--- src/design/rice_core_defines.svh ---
`ifndef RICE_CORE_DEFINES_SVH
`define RICE_CORE_DEFINES_SVH

// data path sizes
`define RICE_CORE_XLEN        32
`define RICE_CORE_IMEM_DEPTH  64

// apb byte offsets
`define RICE_CORE_ADDR_CTRL       12'h000
`define RICE_CORE_ADDR_RUN_COUNT  12'h004
`define RICE_CORE_ADDR_STATUS     12'h008
`define RICE_CORE_ADDR_IMEM_BASE  12'h100
`define RICE_CORE_ADDR_REG_BASE   12'h200

`endif

--- src/design/rice_core_pkg.sv ---
`include "rice_core_defines.svh"

package rice_core_pkg;
  typedef logic [4:0]                 rice_core_rs;
  typedef logic [4:0]                 rice_core_rd;
  typedef logic [`RICE_CORE_XLEN-1:0] rice_core_value;

  typedef enum logic [6:0] {
    RICE_CORE_OPCODE_LOAD   = 7'b0000011,
    RICE_CORE_OPCODE_OP_IMM = 7'b0010011,
    RICE_CORE_OPCODE_AUIPC  = 7'b0010111,
    RICE_CORE_OPCODE_STORE  = 7'b0100011,
    RICE_CORE_OPCODE_OP     = 7'b0110011,
    RICE_CORE_OPCODE_LUI    = 7'b0110111,
    RICE_CORE_OPCODE_BRANCH = 7'b1100011,
    RICE_CORE_OPCODE_JALR   = 7'b1100111,
    RICE_CORE_OPCODE_JAL    = 7'b1101111
  } rice_core_opcode;

  typedef enum logic [2:0] {
    RICE_CORE_INST_TYPE_R,
    RICE_CORE_INST_TYPE_I,
    RICE_CORE_INST_TYPE_S,
    RICE_CORE_INST_TYPE_B,
    RICE_CORE_INST_TYPE_U,
    RICE_CORE_INST_TYPE_J
  } rice_core_inst_type;

// --------------------------------------------------
// instruction formats
// --------------------------------------------------
  typedef struct packed {
    logic [6:0]       funct7;
    rice_core_rs      rs2;
    rice_core_rs      rs1;
    logic [2:0]       funct3;
    rice_core_rd      rd;
    rice_core_opcode  opcode;
  } rice_core_inst_r_type;

  typedef struct packed {
    logic             imm_11;
    logic [10:0]      imm_10_0;
    rice_core_rs      rs1;
    logic [2:0]       funct3;
    rice_core_rd      rd;
    rice_core_opcode  opcode;
  } rice_core_inst_i_type;

  typedef struct packed {
    logic             imm_11;
    logic [5:0]       imm_10_5;
    rice_core_rs      rs2;
    rice_core_rs      rs1;
    logic [2:0]       funct3;
    logic [4:0]       imm_4_0;
    rice_core_opcode  opcode;
  } rice_core_inst_s_type;

  typedef struct packed {
    logic             imm_12;
    logic [5:0]       imm_10_5;
    rice_core_rs      rs2;
    rice_core_rs      rs1;
    logic [2:0]       funct3;
    logic [3:0]       imm_4_1;
    logic             imm_11;
    rice_core_opcode  opcode;
  } rice_core_inst_b_type;

  typedef struct packed {
    logic             imm_31;
    logic [18:0]      imm_30_12;
    rice_core_rd      rd;
    rice_core_opcode  opcode;
  } rice_core_inst_u_type;

  typedef struct packed {
    logic             imm_20;
    logic [9:0]       imm_10_1;
    logic             imm_11;
    logic [7:0]       imm_19_12;
    rice_core_rd      rd;
    rice_core_opcode  opcode;
  } rice_core_inst_j_type;

  // six views of one word
  typedef union packed {
    rice_core_inst_r_type r_type;
    rice_core_inst_i_type i_type;
    rice_core_inst_s_type s_type;
    rice_core_inst_b_type b_type;
    rice_core_inst_u_type u_type;
    rice_core_inst_j_type j_type;
  } rice_core_inst;

  function automatic rice_core_inst_type get_inst_type(rice_core_opcode opcode);
    case (opcode)
      RICE_CORE_OPCODE_OP_IMM,
      RICE_CORE_OPCODE_JALR,
      RICE_CORE_OPCODE_LOAD:    return RICE_CORE_INST_TYPE_I;
      RICE_CORE_OPCODE_STORE:   return RICE_CORE_INST_TYPE_S;
      RICE_CORE_OPCODE_BRANCH:  return RICE_CORE_INST_TYPE_B;
      RICE_CORE_OPCODE_LUI,
      RICE_CORE_OPCODE_AUIPC:   return RICE_CORE_INST_TYPE_U;
      RICE_CORE_OPCODE_JAL:     return RICE_CORE_INST_TYPE_J;
      default:                  return RICE_CORE_INST_TYPE_R;
    endcase
  endfunction

// --------------------------------------------------
// alu control and stage results
// --------------------------------------------------
  typedef enum logic [1:0] {
    RICE_CORE_ALU_NONE,
    RICE_CORE_ALU_ADD,
    RICE_CORE_ALU_SUB
  } rice_core_alu_command;

  typedef enum logic [1:0] {
    RICE_CORE_ALU_SOURCE_RS,
    RICE_CORE_ALU_SOURCE_IMM,
    RICE_CORE_ALU_SOURCE_IMM_0
  } rice_core_alu_source;

  typedef struct packed {
    rice_core_alu_command command;
    rice_core_alu_source  source_1;
    rice_core_alu_source  source_2;
  } rice_core_alu_operation;

  typedef struct packed {
    logic           valid;
    rice_core_value pc;
    rice_core_inst  inst;
  } rice_core_if_result;

  typedef struct packed {
    logic                   valid;
    rice_core_value         pc;
    rice_core_rs            rs1;
    rice_core_rs            rs2;
    rice_core_rd            rd;
    rice_core_value         rs1_value;
    rice_core_value         rs2_value;
    rice_core_value         imm_value;
    rice_core_alu_operation alu_operation;
  } rice_core_id_result;

  typedef struct packed {
    logic           valid;
    rice_core_rd    rd;
    rice_core_value value;
  } rice_core_ex_result;
endpackage

--- src/design/rice_core_pipeline_if.sv ---
`timescale 1ns/10ps

interface rice_core_pipeline_if
  import rice_core_pkg::*;
();
  rice_core_if_result     if_result;
  rice_core_id_result     id_result;
  rice_core_ex_result     ex_result;
  rice_core_value [31:0]  register_file;
  logic                   flush;

  modport if_stage (
    input   flush,
    output  if_result
  );

  modport id_stage (
    input   flush,
    input   if_result,
    input   ex_result,
    input   register_file,
    output  id_result
  );

  modport ex_stage (
    input   id_result,
    output  ex_result,
    output  register_file
  );

  // drain detection reads only the valid bits
  modport ctrl (
    input   if_result,
    input   id_result,
    input   ex_result,
    output  flush
  );

  modport host (
    input   register_file
  );
endinterface

--- src/design/rice_core_issue_counter.sv ---
`timescale 1ns/10ps

module rice_core_issue_counter (
  input var logic         i_clk,
  input var logic         i_rst_n,
  input var logic         clear,
  input var logic         count_en,
  input var logic [31:0]  run_count,
  output logic            reached
);
  logic [31:0]  count;

  always_ff @(posedge i_clk, negedge i_rst_n) begin
    if (!i_rst_n) begin
      count <= '0;
    end
    else if (clear) begin
      count <= '0;
    end
    else if (count_en) begin
      count <= count + 32'd1;
    end
  end

  // zero run count drains at once
  assign reached = count >= run_count;
endmodule

--- src/design/rice_core_run_ctrl.sv ---
`timescale 1ns/10ps

module rice_core_run_ctrl (
  input var logic         i_clk,
  input var logic         i_rst_n,
  input var logic         start,
  input var logic [31:0]  run_count,
  output logic            fetch_en,
  output logic            core_en,
  output logic            busy,
  output logic            done,
  rice_core_pipeline_if.ctrl  pipeline_if
);
  typedef enum logic [1:0] {
    IDLE,
    RUN,
    DRAIN,
    DONE
  } state_t;

  state_t state;
  state_t state_next;
  logic   launch;
  logic   clear;
  logic   count_en;
  logic   reached;
  logic   pipe_empty;

  assign launch     = start && ((state == IDLE) || (state == DONE));
  assign clear      = launch;
  assign count_en   = fetch_en;
  assign pipe_empty = !(pipeline_if.if_result.valid || pipeline_if.id_result.valid ||
                        pipeline_if.ex_result.valid);

  // flush lines up with the start write
  assign pipeline_if.flush = launch;

  assign fetch_en = (state == RUN) && !reached;
  assign core_en  = (state == RUN) || (state == DRAIN);
  assign busy     = core_en;
  assign done     = state == DONE;

  rice_core_issue_counter u_issue_counter (
    .i_clk      (i_clk),
    .i_rst_n    (i_rst_n),
    .clear      (clear),
    .count_en   (count_en),
    .run_count  (run_count),
    .reached    (reached)
  );

  always_comb begin
    state_next = state;
    case (state)
      RUN:      if (reached) state_next = DRAIN;
      DRAIN:    if (pipe_empty) state_next = DONE;
      default:  if (launch) state_next = RUN;
    endcase
  end

  always_ff @(posedge i_clk, negedge i_rst_n) begin
    if (!i_rst_n) begin
      state <= IDLE;
    end
    else begin
      state <= state_next;
    end
  end
endmodule

--- src/flat_wrapper.sv ---
// flat-port wrapper written by rule: the top's interface ports become plain ports
module rice_core_run_ctrl_flat 
  (i_clk, i_rst_n, start, run_count, fetch_en, core_en, busy, done, pipeline_if_if_result, pipeline_if_id_result, pipeline_if_ex_result, pipeline_if_flush);
  rice_core_pipeline_if pipeline_if_i ();
  input var logic i_clk;
  input var logic i_rst_n;
  input var logic start;
  input var logic [31:0] run_count;
  output logic fetch_en;
  output logic core_en;
  output logic busy;
  output logic done;
  input wire logic [$bits(pipeline_if_i.if_result)-1:0] pipeline_if_if_result;
  input wire logic [$bits(pipeline_if_i.id_result)-1:0] pipeline_if_id_result;
  input wire logic [$bits(pipeline_if_i.ex_result)-1:0] pipeline_if_ex_result;
  output wire logic [$bits(pipeline_if_i.flush)-1:0] pipeline_if_flush;
  assign pipeline_if_i.if_result = pipeline_if_if_result;
  assign pipeline_if_i.id_result = pipeline_if_id_result;
  assign pipeline_if_i.ex_result = pipeline_if_ex_result;
  assign pipeline_if_flush = pipeline_if_i.flush;
  rice_core_run_ctrl u_core (.i_clk(i_clk), .i_rst_n(i_rst_n), .start(start), .run_count(run_count), .fetch_en(fetch_en), .core_en(core_en), .busy(busy), .done(done), .pipeline_if(pipeline_if_i));
endmodule
--- config.mk ---
export PLATFORM = sky130hd
export DESIGN_NAME = rice_core_run_ctrl_flat
export DESIGN_NICKNAME = d
export VERILOG_FILES = /design/src/design/rice_core_pkg.sv /design/src/design/rice_core_pipeline_if.sv /design/src/design/rice_core_issue_counter.sv /design/src/design/rice_core_run_ctrl.sv /design/src/flat_wrapper.sv
export VERILOG_INCLUDE_DIRS = /design/src /design/src/design
export SDC_FILE = /design/constraint.sdc
export NUM_CORES = 1
export LEC_CHECK = 0
export BUFFER_PORTS_ARGS = -buffer_cell sky130_fd_sc_hd__buf_2
export CAP_MARGIN = 20
export CORE_AREA = 3 3 112 114
export DETAILED_ROUTE_END_ITERATION = 10
export DIE_AREA = 0 0 115 117
export SYNTH_ARGS = -nofsm -noshare
export SYNTH_HDL_FRONTEND = slang
export SYNTH_SLANG_ARGS = --single-unit
--- constraint.sdc ---
create_clock -name i_clk -period 8.5 [get_ports i_clk]
set_clock_uncertainty 0.2 [all_clocks]
set_input_delay 1.7 -clock i_clk [delete_from_list [all_inputs] [get_ports i_clk]]
set_output_delay 1.7 -clock i_clk [all_outputs]
set_load 0.03 [all_outputs]
==> impl_results.md <==
- RSZ-0062 raised after global routing: false
- Post-route ant nets: 0
- Max Root-Sink Buffers: 2
- Max-slew headroom: 30.2%
- Critical path class: in -> out
- Drt via density: 4.86
- Final period util: 77.1%
- Num CTS Buffers: 5
- Die height: 117 um
- Area taken by multi-input logic gates: 1630 um2
- Fin nets: 682
- Starting Density: 23.5%
- Port-buffer cells: 42
- CORE AREA: 11,500 um2
- Status: finished, final reports clean
- 1st-pass router iterations: 4
- Routability cong.: 0.801
- Fillers: 1,266
- Most frequent cell after synthesis: inv_1
- Main synth FF type: dfrtp_1
- FF+latch count, synth: 34
- Critical path peak fanout: 24
- Routed WL: 6.92 mm
- Crit path arrival time: 4.66 ns
- Hpwl dp: 5.24 mm
- FFs w/ async S/R, synth: 100%
- Period minus WS final: 6.56 ns
- DRC Markers: 0
- Top cells by count, synth: 46 x inv_1, 37 x ha_1, 34 x dfrtp_1, 30 x a21oi_1
- Slew @ Worst Pin: 1.05 ns
- CTS H-tree lvls: 2
- Ranking of synthesized cells by area: dfrtp_1 31%, ha_1 17%, inv_1 6.4%
- Largest net degree at the start of global routing: 35
- Worst hold path class: reg -> reg
- Syn. warnings: 0
- # IOs: 293
- First-pass GRT wire length: 11.5 mm
- Syn Nets: 644
- CP endpoint kind: primary output
- Root Buffer: clkbuf_16
- Final non-filler cell total: 500
- Die W: 115 um
- Avg WL per Cell: 13.8 um
- Gr usage total: 10.6%
- Req. time, crit path: 6.60 ns
- Seq. cell area: 851 um2
- Area Overhead vs Synth: 17.2%
- Max IR drop VDD: 0.151 mV
- Initial antenna violation count: 0
- Fmax: 153 MHz
- DIE AREA: 13,500 um2
- Power per cell area: 181 nW/um2
- Syn avg cell area: 8.50 um2
- P_leak: 1.56 nW
- Clock sink count: 34
- Setup violators final: 0
- Mapped Area: 2710 um2
- Hold-fix buffers, CTS: 0
- Final Hold Viols: 0
- CTS tree: done
- Max-Cap Viols: 0
- Number of enable flip-flop cells after synthesis: 0
- Layout cells sized above 1: 14.8%
- Gr ovfl total: 0
- Via count of the routed design: 2,429
- Setup TNS: 0 ns
- Dpl cells: 493
- Startpoint Class: primary input
- CTS resizes: 0
- Drt initial violations: 175
- CTS clk-pin slew, worst paths: 0.05 ns
- Yosys cell types: 43
- Num rows: 39
- Post-CTS setup buffer count: 0
- Vias in the first global route: 2,310
- Post-Syn Instances: 319
- Yosys top cell by area: dfrtp_1
- Clock latency on the worst-skew pair: 0.27 ns
- Yosys top cell area share: 31.4%
- Count of pins over their slew limit: 0
- Seq/Total Area, Yosys: 31.4%
- N_diodes: 0
path summary, 6_finish.rpt:
check / from / to / slack, ns / depth (start not counted)
setup / recovery: run_count[0] / fetch_en / 1.94 / 9
hold / removal: u_core.u_issue_counter.count[31]$_DFFE_PN0P_ / u_core.u_issue_counter.count[31]$_DFFE_PN0P_ / 0.36 / 2
setup reg to reg: u_core.u_issue_counter.count[0]$_DFFE_PN0P_ / u_core.u_issue_counter.count[31]$_DFFE_PN0P_ / 4.64 / 9
hold reg to reg: u_core.u_issue_counter.count[31]$_DFFE_PN0P_ / u_core.u_issue_counter.count[31]$_DFFE_PN0P_ / 0.36 / 2
max in group asynchronous: i_rst_n / u_core.u_issue_counter.count[31]$_DFFE_PN0P_ / 6.27 / 1
min in group asynchronous: i_rst_n / u_core.u_issue_counter.count[5]$_DFFE_PN0P_ / 1.32 / 1
kinds of logic (layout without fill, tap and decap cells):
kind of cell,after synthesis,count (layout),share of synthesized area (%)
and+or+nand+nor,109,109,22.8
adders and majority gates,37,37,17.1
AOI/OAI and AO/OA,70,70,16.2
xor gates and xnor gates,9,9,2.91
DFF,34,34,31.4
muxes,3,3,1.11
buffers and inverters,57,95,8.44
power breakdown:
part / switching (W) / internal (W) / total (W)
sequential: 0.0000140 / 0.000173 / 0.000187
clock: 0.0000624 / 0.000107 / 0.000169
combinational: 0.000155 / 0.0000615 / 0.000217
cell usage in the layout, fill, tap and decap left out, types with 2 or more instances in the layout:
cell type	n
or3_1	9
and3_1	4
inv_1	46
a21o_1	7
nand2b_1	5
clkbuf_1	2
nand3b_1	2
clkbuf_16	5
a21oi_1	30
nor4_1	5
dfrtp_1	34
o211ai_1	2
mux2i_1	3
nand2_1	18
ha_1	37
nand3_1	14
buf_2	42
or4_1	5
a31o_2	2
nand4_1	18
and4_1	2
o21ai_0	13
o41ai_1	2
nor3_1	5
o31ai_1	5
xnor2_1	9
nor2_1	14
and2_1	4
final cells by class:
cell class | instances | share of cell area [%]
clock buffer | 7 | 4.17
inverter | 46 | 5.44
multi-input combinational | 228 | 51.4
sequential | 34 | 26.8
tap | 143 | 5.63
timing repair buffer | 42 | 6.62
metrics by stage:
step | worst slack [ns] | cell area (um2) | util [%] | power (W) | hold slack [ns]
floorplan | 2.90 | 2710 | - | 0.000352 | 0.324
finish | 1.94 | 3180 | 27.6 | 0.000574 | 0.364
detailed placement | 2.04 | 3040 | 26.4 | 0.000409 | 0.363
global route | 1.81 | 3180 | 27.6 | 0.000614 | 0.408
global placement | 2.06 | 3040 | 26.4 | 0.000405 | 0.347
CTS | 2.02 | 3180 | 27.6 | 0.000580 | 0.371
routing by layer:
metal / vias to the layer above / global-route usage [%] / share of wire (%)
met5: - / 0 / 0
met4: 0 / 3.29 / 0.88
met3: 4 / 1.29 / 4.5
met2: 65 / 17.2 / 47
met1: 1145 / 14.8 / 47
li1: 1215 / - / -
worst max-delay path, stage by stage:
cell	delay (ns)
buf_2	0.10
ha_1	0.27
nand2b_1	0.15
a2111o_1	0.41
a311o_1	0.35
o31ai_1	0.54
nand2_1	0.59
inv_1	0.31
buf_2	0.24
state kept, by name (all words and copies together), names as in the netlist:
signal	cells
u_core.state	2
u_core.u_issue_counter.count	32
Note: power is estimated with default switching activity, not from simulation.
