==> src/design/rice_core_defines.svh <==
`ifndef RICE_CORE_DEFINES_SVH
`define RICE_CORE_DEFINES_SVH

// data path sizes
`define RICE_CORE_XLEN        32
`define RICE_CORE_IMEM_DEPTH  64

// apb byte offsets
`define RICE_CORE_ADDR_CTRL       12'h000
`define RICE_CORE_ADDR_RUN_COUNT  12'h004
`define RICE_CORE_ADDR_STATUS     12'h008
`define RICE_CORE_ADDR_IMEM_BASE  12'h100
`define RICE_CORE_ADDR_REG_BASE   12'h200

`endif

==> src/design/rice_core_pkg.sv <==
`include "rice_core_defines.svh"

package rice_core_pkg;
  typedef logic [4:0]                 rice_core_rs;
  typedef logic [4:0]                 rice_core_rd;
  typedef logic [`RICE_CORE_XLEN-1:0] rice_core_value;

  typedef enum logic [6:0] {
    RICE_CORE_OPCODE_LOAD   = 7'b0000011,
    RICE_CORE_OPCODE_OP_IMM = 7'b0010011,
    RICE_CORE_OPCODE_AUIPC  = 7'b0010111,
    RICE_CORE_OPCODE_STORE  = 7'b0100011,
    RICE_CORE_OPCODE_OP     = 7'b0110011,
    RICE_CORE_OPCODE_LUI    = 7'b0110111,
    RICE_CORE_OPCODE_BRANCH = 7'b1100011,
    RICE_CORE_OPCODE_JALR   = 7'b1100111,
    RICE_CORE_OPCODE_JAL    = 7'b1101111
  } rice_core_opcode;

  typedef enum logic [2:0] {
    RICE_CORE_INST_TYPE_R,
    RICE_CORE_INST_TYPE_I,
    RICE_CORE_INST_TYPE_S,
    RICE_CORE_INST_TYPE_B,
    RICE_CORE_INST_TYPE_U,
    RICE_CORE_INST_TYPE_J
  } rice_core_inst_type;

// --------------------------------------------------
// instruction formats
// --------------------------------------------------
  typedef struct packed {
    logic [6:0]       funct7;
    rice_core_rs      rs2;
    rice_core_rs      rs1;
    logic [2:0]       funct3;
    rice_core_rd      rd;
    rice_core_opcode  opcode;
  } rice_core_inst_r_type;

  typedef struct packed {
    logic             imm_11;
    logic [10:0]      imm_10_0;
    rice_core_rs      rs1;
    logic [2:0]       funct3;
    rice_core_rd      rd;
    rice_core_opcode  opcode;
  } rice_core_inst_i_type;

  typedef struct packed {
    logic             imm_11;
    logic [5:0]       imm_10_5;
    rice_core_rs      rs2;
    rice_core_rs      rs1;
    logic [2:0]       funct3;
    logic [4:0]       imm_4_0;
    rice_core_opcode  opcode;
  } rice_core_inst_s_type;

  typedef struct packed {
    logic             imm_12;
    logic [5:0]       imm_10_5;
    rice_core_rs      rs2;
    rice_core_rs      rs1;
    logic [2:0]       funct3;
    logic [3:0]       imm_4_1;
    logic             imm_11;
    rice_core_opcode  opcode;
  } rice_core_inst_b_type;

  typedef struct packed {
    logic             imm_31;
    logic [18:0]      imm_30_12;
    rice_core_rd      rd;
    rice_core_opcode  opcode;
  } rice_core_inst_u_type;

  typedef struct packed {
    logic             imm_20;
    logic [9:0]       imm_10_1;
    logic             imm_11;
    logic [7:0]       imm_19_12;
    rice_core_rd      rd;
    rice_core_opcode  opcode;
  } rice_core_inst_j_type;

  // six views of one word
  typedef union packed {
    rice_core_inst_r_type r_type;
    rice_core_inst_i_type i_type;
    rice_core_inst_s_type s_type;
    rice_core_inst_b_type b_type;
    rice_core_inst_u_type u_type;
    rice_core_inst_j_type j_type;
  } rice_core_inst;

  function automatic rice_core_inst_type get_inst_type(rice_core_opcode opcode);
    case (opcode)
      RICE_CORE_OPCODE_OP_IMM,
      RICE_CORE_OPCODE_JALR,
      RICE_CORE_OPCODE_LOAD:    return RICE_CORE_INST_TYPE_I;
      RICE_CORE_OPCODE_STORE:   return RICE_CORE_INST_TYPE_S;
      RICE_CORE_OPCODE_BRANCH:  return RICE_CORE_INST_TYPE_B;
      RICE_CORE_OPCODE_LUI,
      RICE_CORE_OPCODE_AUIPC:   return RICE_CORE_INST_TYPE_U;
      RICE_CORE_OPCODE_JAL:     return RICE_CORE_INST_TYPE_J;
      default:                  return RICE_CORE_INST_TYPE_R;
    endcase
  endfunction

// --------------------------------------------------
// alu control and stage results
// --------------------------------------------------
  typedef enum logic [1:0] {
    RICE_CORE_ALU_NONE,
    RICE_CORE_ALU_ADD,
    RICE_CORE_ALU_SUB
  } rice_core_alu_command;

  typedef enum logic [1:0] {
    RICE_CORE_ALU_SOURCE_RS,
    RICE_CORE_ALU_SOURCE_IMM,
    RICE_CORE_ALU_SOURCE_IMM_0
  } rice_core_alu_source;

  typedef struct packed {
    rice_core_alu_command command;
    rice_core_alu_source  source_1;
    rice_core_alu_source  source_2;
  } rice_core_alu_operation;

  typedef struct packed {
    logic           valid;
    rice_core_value pc;
    rice_core_inst  inst;
  } rice_core_if_result;

  typedef struct packed {
    logic                   valid;
    rice_core_value         pc;
    rice_core_rs            rs1;
    rice_core_rs            rs2;
    rice_core_rd            rd;
    rice_core_value         rs1_value;
    rice_core_value         rs2_value;
    rice_core_value         imm_value;
    rice_core_alu_operation alu_operation;
  } rice_core_id_result;

  typedef struct packed {
    logic           valid;
    rice_core_rd    rd;
    rice_core_value value;
  } rice_core_ex_result;
endpackage

==> src/design/rice_core_pipeline_if.sv <==
`timescale 1ns/10ps

interface rice_core_pipeline_if
  import rice_core_pkg::*;
();
  rice_core_if_result     if_result;
  rice_core_id_result     id_result;
  rice_core_ex_result     ex_result;
  rice_core_value [31:0]  register_file;
  logic                   flush;

  modport if_stage (
    input   flush,
    output  if_result
  );

  modport id_stage (
    input   flush,
    input   if_result,
    input   ex_result,
    input   register_file,
    output  id_result
  );

  modport ex_stage (
    input   id_result,
    output  ex_result,
    output  register_file
  );

  // drain detection reads only the valid bits
  modport ctrl (
    input   if_result,
    input   id_result,
    input   ex_result,
    output  flush
  );

  modport host (
    input   register_file
  );
endinterface

==> src/design/rice_core_if_stage.sv <==
`timescale 1ns/10ps
`include "rice_core_defines.svh"

module rice_core_if_stage
  import rice_core_pkg::*;
(
  input var logic                                   i_clk,
  input var logic                                   i_rst_n,
  input var logic                                   fetch_en,
  input var logic                                   imem_we,
  input var logic [$clog2(`RICE_CORE_IMEM_DEPTH)-1:0] imem_addr,
  input var logic [31:0]                            imem_data,
  rice_core_pipeline_if.if_stage                    pipeline_if
);
  localparam int IMEM_AW = $clog2(`RICE_CORE_IMEM_DEPTH);

  logic [31:0]        imem [`RICE_CORE_IMEM_DEPTH];
  rice_core_value     pc;
  rice_core_if_result if_result;

  assign pipeline_if.if_result = if_result;

  always_ff @(posedge i_clk) begin
    if (imem_we) begin
      imem[imem_addr] <= imem_data;
    end
  end

  always_ff @(posedge i_clk, negedge i_rst_n) begin
    if (!i_rst_n) begin
      pc        <= '0;
      if_result <= '0;
    end
    else if (pipeline_if.flush) begin
      pc        <= '0;
      if_result <= '0;
    end
    else begin
      if_result.valid <= fetch_en;
      if (fetch_en) begin
        pc              <= pc + 32'd4;
        if_result.pc    <= pc;
        if_result.inst  <= imem[pc[IMEM_AW+1:2]];
      end
    end
  end
endmodule

==> src/flat_wrapper.sv <==
// flat-port wrapper written by rule: the top's interface ports become plain ports
module rice_core_if_stage_flat import rice_core_pkg::*;
  (i_clk, i_rst_n, fetch_en, imem_we, imem_addr, imem_data, pipeline_if_flush, pipeline_if_if_result);
  rice_core_pipeline_if pipeline_if_i ();
  input var logic i_clk;
  input var logic i_rst_n;
  input var logic fetch_en;
  input var logic imem_we;
  input var logic [$clog2(`RICE_CORE_IMEM_DEPTH)-1:0] imem_addr;
  input var logic [31:0] imem_data;
  input wire logic [$bits(pipeline_if_i.flush)-1:0] pipeline_if_flush;
  output wire logic [$bits(pipeline_if_i.if_result)-1:0] pipeline_if_if_result;
  assign pipeline_if_i.flush = pipeline_if_flush;
  assign pipeline_if_if_result = pipeline_if_i.if_result;
  rice_core_if_stage u_core (.i_clk(i_clk), .i_rst_n(i_rst_n), .fetch_en(fetch_en), .imem_we(imem_we), .imem_addr(imem_addr), .imem_data(imem_data), .pipeline_if(pipeline_if_i));
endmodule
==> config.mk <==
export PLATFORM = sky130hd
export DESIGN_NAME = rice_core_if_stage_flat
export DESIGN_NICKNAME = d
export VERILOG_FILES = /design/src/design/rice_core_pkg.sv /design/src/design/rice_core_pipeline_if.sv /design/src/design/rice_core_if_stage.sv /design/src/flat_wrapper.sv
export VERILOG_INCLUDE_DIRS = /design/src /design/src/design
export SDC_FILE = /design/constraint.sdc
export NUM_CORES = 2
export LEC_CHECK = 0
export BUFFER_PORTS_ARGS = -buffer_cell sky130_fd_sc_hd__buf_4
export CAP_MARGIN = 20
export CORE_MARGIN = 10
export CORE_UTILIZATION = 40
export DETAILED_ROUTE_END_ITERATION = 12
export PLACE_DENSITY = 0.62
export SETUP_SLACK_MARGIN = 0.02
export SLEW_MARGIN = 20
export SYNTH_ARGS = -nofsm -noshare
export SYNTH_HDL_FRONTEND = slang
export SYNTH_SLANG_ARGS = --single-unit
export TNS_END_PERCENT = 30
==> constraint.sdc <==
create_clock -name i_clk -period 2.32 [get_ports i_clk]
set_input_delay 0.116 -clock i_clk [delete_from_list [all_inputs] [get_ports i_clk]]
set_output_delay 0.116 -clock i_clk [all_outputs]
set_load 0.1 [all_outputs]
==> metrics.md <==
| Metric | Value |
|---|---|
| Setup_tns | -7.75 ns |
| WS Path Type | flop to flop |
| Synthesized-area fraction occupied by adder cells | 0.0152% |
| DP Wirelength | ~130000 um |
| Post-synthesis mux area share | 16.2% |
| Post-synth ARST share | 4.39% |
| RSZ-0062 raised after global routing | true |
| Clk root buf | clkbuf_16 |
| Gpl congestion | 0.809 |
| Cts bufs inserted | slightly above 200 |
| CP Launch Type | flop |
| Hold path cells | 3 |
| Crit path top cell by count | buf_12 |
| Max-Cap Viols | 0 |
| Clock Path Buffers | 3 |
| Initial antenna violation count | 8 |
| Hold crit path type | primary input to flop |
| Final Max Slew Viols | 0 |
| Compound-gate portion of the synthesized area | 2.63% |
| Power Total | 83.2 mW |
| Number of global-route vias before repair | ~42000 |
| Seq/Total Area, Yosys | between 70 and 80% |
| FP Rows | 166 |
| Die X | approximately 470 um |
| Worst path max stage delay | 0.52 ns |
| I/O Pins | between 100 and 150 |
| Synthesized flop and latch total | 2142 |
| Main combinational cell family by area after synthesis | multiplexers |
| Most frequent cells in the layout | 2048 x edfxtp_1, 489 x mux4_2, 409 x buf_4 |
| Wire per inst | 30.5 um |
| Outcome | complete, but fails checks |
| Worst relative slew slack | 43.4% |
| Synth Instances | 3700 |
| Min Tclk post-route | approximately 2.6 ns |
| Global-route wire length before repair | ~310000 um |
| Layout cells sized above 1 | 36.0% |
| CP cell instances | buf_12 > buf_16 > buf_12 > mux4_2 > mux2i_4 > o21ai_1 > o31a_1 > a221o_1 |
| Final hold violations | 0 |
| Post-route ant nets | 0 |
| Post-synthesis simple-gate area fraction | 1.78% |
| Initial Util | between 40% and 50% |
| Clk_skew | approximately 0.061 ns |
| Final Routed Wirelength | 219000 um |
| Warnings, synthesis | 0 |
| Core footprint | 204000 um2 |
| CTS clk-pin slew, worst paths | 0.06 ns |
| Cell variety after synth | 59 |
| Setup ws final | -0.295 ns |
| Die Y | 473 um |
| Synth Flop Type | edfxtp_1 |
| Clock sink total | ~2100 |
| Crit-path max FO | 9 |
| IO Port Bufs | 107 |
| Max VDD drop | 0.000784 V |
| Leakage power | 31.6 nW |
| Fmax | ~380 MHz |
| Worst path slowest cell | mux4_2 |
| First drt pass iteration count | 7 |
| Total die area | 224000 um2 |
| NumNets Final | 4374 |
| Commonest non-fill, non-tap cell in the layout | edfxtp_1 |
| Slew @ Worst Pin | 0.844 ns |
| Critical Path Sink Type | flop |
| Buffers & Inverters on Critical Path | 3 |
| Worst Hold Slack | 0.191 ns |
| Mean area per synthesized cell | 22.2 um2 |
| DR vias/cell | 5.80 |
| H-tree depth | 4 |
| Final number of setup-violating endpoints | between 40 and 50 |
| Residual DRC | 0 |
| Worst Path Required | 3.00 ns |
| Gr usage total | between 10% and 20% |
| Post-synth EDFFs | just over 2000 |
| Area grow syn2layout | 21.5% |
| Power density over the cells | 834 nW/um2 |
| Failing checks | negative setup slack |
| Remaining global-route overflow | 0 |
| DR iter-0 viols | 4507 |
| CTS tree | built |
| Post-layout util | between 40% and 50% |
| Vias | 41800 |
| XOR/XNOR Fraction of Synth Area | 0.267% |
| Clock Latency Late Sink | between 0.8 and 0.9 ns |
| Critical path's top delay family | compound AO/OA/AOI/OAI gates |
| Arrival time worst endpoint | 3.29 ns |
| Place WS | -0.665 ns |
| Final period util | 113% |
| R2R cell count | 8 |
| Crit. path cell count | 8 |
| Syn Nets | 3744 |
| Synth Cell Area | about 82000 um2 |
| Largest net degree at the start of global routing | 65 |
[path summary, 6_finish.rpt]
check                                            startpoint                                to  slack [ns]
setup / recovery                               u_core.pc[2]   u_core.pipeline_if.if_result[0]       -0.29
min in group asynchronous                           i_rst_n  u_core.pipeline_if.if_result[62]        0.47
hold / removal                            pipeline_if_flush                      u_core.pc[3]        0.19
hold reg to reg            u_core.pipeline_if.if_result[48]  u_core.pipeline_if.if_result[48]        0.52
max in group asynchronous                           i_rst_n                     u_core.pc[30]        1.42
setup reg to reg                               u_core.pc[2]   u_core.pipeline_if.if_result[0]       -0.29
[routing by layer]
layer / vias to the layer above / share of wire (%) / GRT usage (%)
met5: - / 0.033 / 0
met4: 10 / 2.3 / 4.81
met3: 298 / 7.3 / 3.35
met2: 1751 / 48 / 30.8
met1: 22800 / 42 / 27.4
li1: 16900 / - / -
[synthesized netlist by cell type (all sizes together) (2+ instances only)]
| cell type | instances | area, um2 |
|---|---|---|
| a211o | 17 | 149 |
| a211oi | 21 | 158 |
| a21boi | 2 | 15.0 |
| a21oi | 30 | 150 |
| a221o | 13 | 130 |
| a221oi | 42 | 368 |
| a22oi | 66 | 495 |
| a311oi | 15 | 131 |
| a31oi | 5 | 31.3 |
| and2 | 7 | 43.8 |
| and3 | 4 | 25.0 |
| and4 | 2 | 17.5 |
| buf | 136 | 790 |
| clkbuf | 74 | 278 |
| dfrtp | 94 | 2350 |
| edfxtp | 2048 | 61500 |
| inv | 6 | 22.5 |
| mux2 | 28 | 315 |
| mux2i | 198 | 1980 |
| mux4 | 489 | 11000 |
| nand2 | 45 | 171 |
| nand2b | 24 | 150 |
| nand3 | 21 | 105 |
| nand3b | 5 | 37.5 |
| nand4 | 8 | 65.1 |
| nand4b | 2 | 17.5 |
| nor2 | 148 | 556 |
| nor2b | 11 | 68.8 |
| nor3 | 8 | 40.0 |
| nor3b | 3 | 22.5 |
| nor4 | 5 | 46.3 |
| o2111a | 2 | 22.5 |
| o211a | 3 | 30.0 |
| o21ai | 38 | 190 |
| o221ai | 8 | 70.1 |
| o22ai | 24 | 150 |
| o31a | 2 | 17.5 |
| o41ai | 2 | 17.5 |
| or3 | 5 | 31.3 |
| or3b | 3 | 26.3 |
| or4 | 2 | 15.0 |
| xnor2 | 16 | 140 |
| xor2 | 9 | 78.8 |
[state kept, by name, summed over array words and instances, names as in the netlist]
signal / flops
u_core.imem: 2048
u_core.pc: 30
u_core.pipeline_if.if_result: 64
[timing repair]
item / 4_1_cts / 5_1_grt
gates resized for setup: 154 / 105
buffers inserted: 35 / 53
pin swaps: 30 / 36
gates cloned: 10 / 3
endpoints found under the hold margin: 2277 / 0
hold buffers: 44 / 0
endpoints found under the setup margin: 43 / 79
[where the power goes]
part | total [mW] | internal, mW | switching, mW
sequential | 42.8 | 42.7 | 0.156
clock | 34.2 | 19.5 | 14.7
combinational | 6.14 | 2.85 | 3.29
[layout make-up]
class,instances,area [um2]
Multi-Input combinational cell,1341,18500
Clock inverter,141,1580
Sequential cell,2142,63900
Tap cell,2688,3360
Timing Repair Buffer,631,7020
Inverter,7,26.3
Fill cell,16300,105000
Clock buffer,245,5380
Antenna cell,2,5.00
[metrics by stage]
| step | instance area [um2] | instances |
|---|---|---|
| 3_3_place_gp | 90000 | 6670 |
| 3_5_place_dp | 90000 | 6670 |
| 5_1_grt | 99800 | 7195 |
| 6_report | 99800 | 7197 |
| 2_1_floorplan | 82100 | 3700 |
| 4_1_cts | 98800 | 7142 |
[cell families (layout without fill, tap and decap cells)]
group,Yosys count,count (layout)
buf+inv,217,1024
flops,2142,2142
simple gates,306,306
compound gates,294,294
xor+xnor,25,25
other cells,0,2
fa+ha+maj,1,1
mux,715,715
[worst reg2reg max path: stages (launching register included)]
cell	delay, ns
dfrtp_4	0.47
buf_12	0.18
buf_16	0.18
buf_12	0.17
mux4_2	0.53
mux2i_4	0.18
o21ai_1	0.08
o31a_1	0.36
a221o_1	0.30
Power figures use the tool's default switching activity.
