$ cat src/design/rice_core_defines.svh
`ifndef RICE_CORE_DEFINES_SVH
`define RICE_CORE_DEFINES_SVH

// data path sizes
`define RICE_CORE_XLEN        32
`define RICE_CORE_IMEM_DEPTH  64

// apb byte offsets
`define RICE_CORE_ADDR_CTRL       12'h000
`define RICE_CORE_ADDR_RUN_COUNT  12'h004
`define RICE_CORE_ADDR_STATUS     12'h008
`define RICE_CORE_ADDR_IMEM_BASE  12'h100
`define RICE_CORE_ADDR_REG_BASE   12'h200

`endif

$ cat src/design/rice_core_pkg.sv
`include "rice_core_defines.svh"

package rice_core_pkg;
  typedef logic [4:0]                 rice_core_rs;
  typedef logic [4:0]                 rice_core_rd;
  typedef logic [`RICE_CORE_XLEN-1:0] rice_core_value;

  typedef enum logic [6:0] {
    RICE_CORE_OPCODE_LOAD   = 7'b0000011,
    RICE_CORE_OPCODE_OP_IMM = 7'b0010011,
    RICE_CORE_OPCODE_AUIPC  = 7'b0010111,
    RICE_CORE_OPCODE_STORE  = 7'b0100011,
    RICE_CORE_OPCODE_OP     = 7'b0110011,
    RICE_CORE_OPCODE_LUI    = 7'b0110111,
    RICE_CORE_OPCODE_BRANCH = 7'b1100011,
    RICE_CORE_OPCODE_JALR   = 7'b1100111,
    RICE_CORE_OPCODE_JAL    = 7'b1101111
  } rice_core_opcode;

  typedef enum logic [2:0] {
    RICE_CORE_INST_TYPE_R,
    RICE_CORE_INST_TYPE_I,
    RICE_CORE_INST_TYPE_S,
    RICE_CORE_INST_TYPE_B,
    RICE_CORE_INST_TYPE_U,
    RICE_CORE_INST_TYPE_J
  } rice_core_inst_type;

// --------------------------------------------------
// instruction formats
// --------------------------------------------------
  typedef struct packed {
    logic [6:0]       funct7;
    rice_core_rs      rs2;
    rice_core_rs      rs1;
    logic [2:0]       funct3;
    rice_core_rd      rd;
    rice_core_opcode  opcode;
  } rice_core_inst_r_type;

  typedef struct packed {
    logic             imm_11;
    logic [10:0]      imm_10_0;
    rice_core_rs      rs1;
    logic [2:0]       funct3;
    rice_core_rd      rd;
    rice_core_opcode  opcode;
  } rice_core_inst_i_type;

  typedef struct packed {
    logic             imm_11;
    logic [5:0]       imm_10_5;
    rice_core_rs      rs2;
    rice_core_rs      rs1;
    logic [2:0]       funct3;
    logic [4:0]       imm_4_0;
    rice_core_opcode  opcode;
  } rice_core_inst_s_type;

  typedef struct packed {
    logic             imm_12;
    logic [5:0]       imm_10_5;
    rice_core_rs      rs2;
    rice_core_rs      rs1;
    logic [2:0]       funct3;
    logic [3:0]       imm_4_1;
    logic             imm_11;
    rice_core_opcode  opcode;
  } rice_core_inst_b_type;

  typedef struct packed {
    logic             imm_31;
    logic [18:0]      imm_30_12;
    rice_core_rd      rd;
    rice_core_opcode  opcode;
  } rice_core_inst_u_type;

  typedef struct packed {
    logic             imm_20;
    logic [9:0]       imm_10_1;
    logic             imm_11;
    logic [7:0]       imm_19_12;
    rice_core_rd      rd;
    rice_core_opcode  opcode;
  } rice_core_inst_j_type;

  // six views of one word
  typedef union packed {
    rice_core_inst_r_type r_type;
    rice_core_inst_i_type i_type;
    rice_core_inst_s_type s_type;
    rice_core_inst_b_type b_type;
    rice_core_inst_u_type u_type;
    rice_core_inst_j_type j_type;
  } rice_core_inst;

  function automatic rice_core_inst_type get_inst_type(rice_core_opcode opcode);
    case (opcode)
      RICE_CORE_OPCODE_OP_IMM,
      RICE_CORE_OPCODE_JALR,
      RICE_CORE_OPCODE_LOAD:    return RICE_CORE_INST_TYPE_I;
      RICE_CORE_OPCODE_STORE:   return RICE_CORE_INST_TYPE_S;
      RICE_CORE_OPCODE_BRANCH:  return RICE_CORE_INST_TYPE_B;
      RICE_CORE_OPCODE_LUI,
      RICE_CORE_OPCODE_AUIPC:   return RICE_CORE_INST_TYPE_U;
      RICE_CORE_OPCODE_JAL:     return RICE_CORE_INST_TYPE_J;
      default:                  return RICE_CORE_INST_TYPE_R;
    endcase
  endfunction

// --------------------------------------------------
// alu control and stage results
// --------------------------------------------------
  typedef enum logic [1:0] {
    RICE_CORE_ALU_NONE,
    RICE_CORE_ALU_ADD,
    RICE_CORE_ALU_SUB
  } rice_core_alu_command;

  typedef enum logic [1:0] {
    RICE_CORE_ALU_SOURCE_RS,
    RICE_CORE_ALU_SOURCE_IMM,
    RICE_CORE_ALU_SOURCE_IMM_0
  } rice_core_alu_source;

  typedef struct packed {
    rice_core_alu_command command;
    rice_core_alu_source  source_1;
    rice_core_alu_source  source_2;
  } rice_core_alu_operation;

  typedef struct packed {
    logic           valid;
    rice_core_value pc;
    rice_core_inst  inst;
  } rice_core_if_result;

  typedef struct packed {
    logic                   valid;
    rice_core_value         pc;
    rice_core_rs            rs1;
    rice_core_rs            rs2;
    rice_core_rd            rd;
    rice_core_value         rs1_value;
    rice_core_value         rs2_value;
    rice_core_value         imm_value;
    rice_core_alu_operation alu_operation;
  } rice_core_id_result;

  typedef struct packed {
    logic           valid;
    rice_core_rd    rd;
    rice_core_value value;
  } rice_core_ex_result;
endpackage

$ cat src/design/rice_core_pipeline_if.sv
`timescale 1ns/10ps

interface rice_core_pipeline_if
  import rice_core_pkg::*;
();
  rice_core_if_result     if_result;
  rice_core_id_result     id_result;
  rice_core_ex_result     ex_result;
  rice_core_value [31:0]  register_file;
  logic                   flush;

  modport if_stage (
    input   flush,
    output  if_result
  );

  modport id_stage (
    input   flush,
    input   if_result,
    input   ex_result,
    input   register_file,
    output  id_result
  );

  modport ex_stage (
    input   id_result,
    output  ex_result,
    output  register_file
  );

  // drain detection reads only the valid bits
  modport ctrl (
    input   if_result,
    input   id_result,
    input   ex_result,
    output  flush
  );

  modport host (
    input   register_file
  );
endinterface

$ cat src/design/rice_core_ex_stage.sv
`timescale 1ns/10ps
`include "rice_core_defines.svh"

module rice_core_ex_stage
  import rice_core_pkg::*;
#(
  parameter int XLEN = `RICE_CORE_XLEN
)(
  input var logic                 i_clk,
  input var logic                 i_rst_n,
  input var logic                 i_enable,
  rice_core_pipeline_if.ex_stage  pipeline_if
);
  rice_core_id_result     id_result;
  rice_core_ex_result     ex_result;
  rice_core_value [31:0]  register_file;
  logic [XLEN-1:0]        operand_1;
  logic [XLEN-1:0]        operand_2;
  logic [XLEN-1:0]        alu_result;

  function automatic logic [XLEN-1:0] select_source(
    rice_core_alu_source  source,
    logic [XLEN-1:0]      rs_value,
    logic [XLEN-1:0]      imm_value
  );
    case (source)
      RICE_CORE_ALU_SOURCE_RS:  return rs_value;
      RICE_CORE_ALU_SOURCE_IMM: return imm_value;
      default:                  return '0;
    endcase
  endfunction

  assign id_result = pipeline_if.id_result;

  always_comb begin
    operand_1 = select_source(id_result.alu_operation.source_1, id_result.rs1_value,
                              id_result.imm_value);
    operand_2 = select_source(id_result.alu_operation.source_2, id_result.rs2_value,
                              id_result.imm_value);
    case (id_result.alu_operation.command)
      RICE_CORE_ALU_ADD:  alu_result = operand_1 + operand_2;
      RICE_CORE_ALU_SUB:  alu_result = operand_1 - operand_2;
      default:            alu_result = '0;
    endcase
  end

  // no-ops retire with rd cleared so they never write or forward
  always_comb begin
    ex_result.valid = i_enable && id_result.valid;
    ex_result.rd    = (id_result.alu_operation.command != RICE_CORE_ALU_NONE) ? id_result.rd : '0;
    ex_result.value = alu_result;
  end

  assign pipeline_if.ex_result      = ex_result;
  assign pipeline_if.register_file  = register_file;

  // x0 is never written
  always_ff @(posedge i_clk, negedge i_rst_n) begin
    if (!i_rst_n) begin
      register_file <= '0;
    end
    else if (ex_result.valid && (ex_result.rd != '0)) begin
      register_file[ex_result.rd] <= ex_result.value;
    end
  end
endmodule

$ cat src/flat_wrapper.sv
// flat-port wrapper written by rule: the top's interface ports become plain ports
module rice_core_ex_stage_flat import rice_core_pkg::*;
#(
  parameter int XLEN = `RICE_CORE_XLEN
)
  (i_clk, i_rst_n, i_enable, pipeline_if_id_result, pipeline_if_ex_result, pipeline_if_register_file);
  rice_core_pipeline_if pipeline_if_i ();
  input var logic i_clk;
  input var logic i_rst_n;
  input var logic i_enable;
  input wire logic [$bits(pipeline_if_i.id_result)-1:0] pipeline_if_id_result;
  output wire logic [$bits(pipeline_if_i.ex_result)-1:0] pipeline_if_ex_result;
  output wire logic [$bits(pipeline_if_i.register_file)-1:0] pipeline_if_register_file;
  assign pipeline_if_i.id_result = pipeline_if_id_result;
  assign pipeline_if_ex_result = pipeline_if_i.ex_result;
  assign pipeline_if_register_file = pipeline_if_i.register_file;
  rice_core_ex_stage #(.XLEN(XLEN)) u_core (.i_clk(i_clk), .i_rst_n(i_rst_n), .i_enable(i_enable), .pipeline_if(pipeline_if_i));
endmodule
$ cat config.mk
export PLATFORM = sky130hd
export DESIGN_NAME = rice_core_ex_stage_flat
export DESIGN_NICKNAME = d
export VERILOG_FILES = /design/src/design/rice_core_pkg.sv /design/src/design/rice_core_pipeline_if.sv /design/src/design/rice_core_ex_stage.sv /design/src/flat_wrapper.sv
export VERILOG_INCLUDE_DIRS = /design/src /design/src/design
export SDC_FILE = /design/constraint.sdc
export NUM_CORES = 2
export LEC_CHECK = 0
export BUFFER_PORTS_ARGS = -buffer_cell sky130_fd_sc_hd__buf_2
export CAP_MARGIN = 20
export CORE_AREA = 5 5 465 467
export DETAILED_ROUTE_END_ITERATION = 6
export DIE_AREA = 0 0 470 472
export PLACE_DENSITY = 0.44
export SYNTH_ARGS = -nofsm -noshare
export SYNTH_HDL_FRONTEND = slang
export SYNTH_SLANG_ARGS = --single-unit
$ cat constraint.sdc
create_clock -name i_clk -period 7.1 [get_ports i_clk]
set_input_delay 0.355 -clock i_clk [delete_from_list [all_inputs] [get_ports i_clk]]
set_output_delay 0.355 -clock i_clk [all_outputs]
set_load 0.03 [all_outputs]
==> metrics.md <==
| Metric | Value |
|---|---|
| Max-Cap Viols | 0 |
| Port Buffer Count | 1172 |
| Largest registers | u_core.pipeline_if.register_file (1024) |
| Vias in the first global route | 33240 |
| Ys Warns | 0 |
| CORE AREA | 211200 um^2 |
| Hold-fix buffers, CTS | 1 |
| Die width | 470 um |
| Placed Instances | 7743 |
| LEAKAGE | 27.62 nW |
| Hold WC Path Type | in2async |
| Crit path max fanout | 18 |
| Post-layout min period | 6.147 ns |
| CTS Buffer Depth | 3 |
| Clock Pin Slew Worst Setup and Hold Paths | 0.06 ns |
| Crit path cell chain | buf_2, mux2i_1, nor2_1, or3_1, or4_1, nand4bb_1, o21ai_1, xor2_1, ha_1, nand2_1, nor2_1, nand2_1, a2111oi_0, a211oi_1, o31a_1, xnor2_1, nand2_4, inv_1, buf_2 |
| Sequential element share of the synthesized area | 64.04% |
| Vias/cell | 4.141 |
| Post-synthesis register bit count | 1024 |
| Slowest CP cell | a2111oi_0 |
| DRC | 0 |
| Grt total ovfl | 0 |
| CTS H-Tree Depth | 3 |
| Tcrit/Tclk final | 86.58% |
| Max stage delay on crit path | 0.66 ns |
| Mapped Nets | 4197 |
| DR pass1 iterations | 5 |
| Area growth syn-to-layout | 33.00% |
| Syn avg cell area | 9.980 um^2 |
| Layout cell share with drive strength beyond 1 | 30.97% |
| Post-Syn Area | 40010 um^2 |
| Synth cell types | 56 |
| Setup bufs post-CTS | 0 |
| Peak VDD IR | 211.3 uV |
| Crit end category | output port |
| Post-synth EDFFs | 0 |
| DRT Wirelength | 201700 um |
| Total number of vias | 33060 |
| Routed Antenna Nets | 0 |
| Outcome | finished clean |
| CTS tree | yes |
| Total Routing Usage GR | 17.54% |
| Least-Margin Pin Slew | 1.093 ns |
| Critical Path AT | 5.79 ns |
| Mapped Cells | 4009 |
| Initial antenna violation count | 35 |
| Ys async rst share | 100.0% |
| Endpoints failing hold | 0 |
| Gp weighted congestion | 0.8438 |
| Routed WL per cell | 25.26 um |
| Final nets | 5233 |
| Starting DRC count in detailed routing | 1829 |
| PD cells | 322.9 nW/um^2 |
| Pin count of the biggest net entering global routing | 171 |
| Initial Utilization | 18.94% |
| Startpoint type of the worst setup path | input port |
| Biggest register | u_core.pipeline_if.register_file |
| CTS Sinks | 1024 |
| CP required | 6.74 ns |
| Final HPWL DP | 145300 um |
| Fmax | 0.1627 GHz |
| Max FFs per register | 1024 |
| I/O pins | 1215 |
| Headroom to the max-slew limit | 27.12% |
| RSZ-0062 raised after global routing | false |
| Final setup TNS | 0 ns |
| Rows | 169 |
| Root buf cell | clkbuf_16 |
| Die area | 221800 um^2 |
| Top FF cell, synth | dfrtp_1 |
| TritonCTS buffer count | 118 |
| Max-slew violations | 0 |
| Final setup viols | 0 |
| First-pass GRT wire length | 276500 um |
| Skew-Pair Late Insertion Delay | 0.74 ns |
| Skew final | 0 ns |
| Crit Path Class | in2out |
| Cell Count, Final, Fillers Out | 7984 |
| Die H | 472 um |
| Cts repair resizes | 0 |
synth_stat cells, drive strengths merged (2+ instances only):
master  count  area share (%)
a211oi     15            0.28
a21o       21            0.39
a21oi      40            0.50
a221oi      2           0.059
a31oi      10            0.16
and2        9            0.14
and3        5           0.078
buf        26            0.37
clkbuf    328             3.1
dfrtp    1024              64
ha         34             1.1
inv        68            0.64
mux2       31            0.87
mux2i      64             1.6
nand2    1074              10
nand2b      6           0.094
nand3       3           0.038
nand3b      4           0.075
nand4       7            0.11
nor2      124             1.2
nor2b       9            0.14
nor3       21            0.26
nor4        8            0.13
o211ai      2           0.038
o21a        3           0.056
o21ai     979              13
o21bai      5           0.094
o41ai       3           0.084
or2         6            0.10
or3         5           0.078
xnor2      42            0.94
xor2       16            0.35
final timing paths:
path | startpoint | to | slack [ns] | cells past startpoint
setup / recovery | pipeline_if_id_result[0] | pipeline_if_ex_result[29] | 0.95 | 19
hold / removal | i_rst_n | u_core.pipeline_if.register_file[582] | 0.19 | 2
setup reg to reg | u_core.pipeline_if.register_file[950] | u_core.pipeline_if.register_file[950] | 6.10 | 2
hold reg to reg | u_core.pipeline_if.register_file[13] | u_core.pipeline_if.register_file[13] | 0.37 | 0
max in group asynchronous | i_rst_n | u_core.pipeline_if.register_file[752] | 4.89 | 4
min in group i_clk | pipeline_if_id_result[102] | u_core.pipeline_if.register_file[762] | 0.24 | 4
layout by cell type, fill, tap and decap left out, types with 7 or more instances in the layout:
cell type,instances
nand2_2,46
inv_1,68
nand4_1,7
ha_1,33
buf_12,8
and2_1,9
nand2_1,1018
a31oi_1,10
a21o_1,21
nor3_1,19
clkinv_2,16
xor2_1,14
mux2_2,31
o21ai_0,945
clkbuf_1,32
mux2i_1,64
nand2_4,10
clkbuf_16,118
buf_2,1171
nor2b_1,7
xnor2_1,39
o21ai_2,30
a21oi_1,40
buf_4,88
diode_2,22
dfrtp_1,1024
nor4_1,7
clkbuf_8,31
nor2_1,124
a211oi_1,15
cell type report:
| cell class | instances | area, um^2 |
|---|---|---|
| Antenna cell | 22 | 55.05 |
| Clock inverter | 35 | 465.4 |
| Inverter | 68 | 255.2 |
| Timing Repair Buffer | 1270 | 6734 |
| Tap cell | 2821 | 3530 |
| Multi-Input combinational cell | 2563 | 13050 |
| Sequential cell | 1024 | 25620 |
| Fill cell | 22980 | 158000 |
| Clock buffer | 181 | 3500 |
per-stage QoR:
step / hold WS (ns) / worst slack [ns] / power (mW) / cell area (um^2) / utilization, %
floorplan: 0.05941 / 0.9457 / 8.960 / 40010 / -
global placement: 0.3597 / 0.7255 / 11.15 / 49140 / 23.26
detailed placement: 0.3604 / 0.7960 / 11.19 / 49140 / 23.26
CTS: 0.1402 / 0.9722 / 17.49 / 53110 / 25.14
global route: 0.1845 / 0.7053 / 17.95 / 53170 / 25.17
finish: 0.1945 / 0.9525 / 17.18 / 53210 / 25.19
critical path, delay by kind of cell:
kind,cells,cell delay [ns]
mux,1,0.25
compound gates,4,1.56
buf+inv,3,0.67
xor+xnor,2,0.34
fa+ha+maj,1,0.43
simple gates,8,2.15
kinds of logic (layout without fill, tap and decap cells):
group,count (synthesis),after routing,share of synthesized area [%]
AND/OR/NAND/NOR,1285,1285,12.58
multiplexers,95,95,2.474
buffers and inverters,422,1554,4.084
AO/OA/AOI/OAI,1090,1090,14.41
XOR/XNOR,58,58,1.288
adder cells (fa/ha/maj),35,35,1.113
other,0,22,0
flip-flops,1024,1024,64.04
routing by layer:
layer	vias up	wire length, um	track usage (%)	part of all wire [%]
met4	0	6416	5.540	3.2
met5	-	0	0	0
met2	1266	93320	28.61	46
met1	16240	86550	22.26	43
li1	15300	-	-	-
met3	254	15390	5.355	7.6
report_power, final:
part           internal, mW  leakage [nW]  switching, mW
Sequential             6.39          14.1          0.294
Combinational         0.897          11.6           3.40
Clock                  3.58          1.94           2.62
Power figures use the tool's default switching activity.
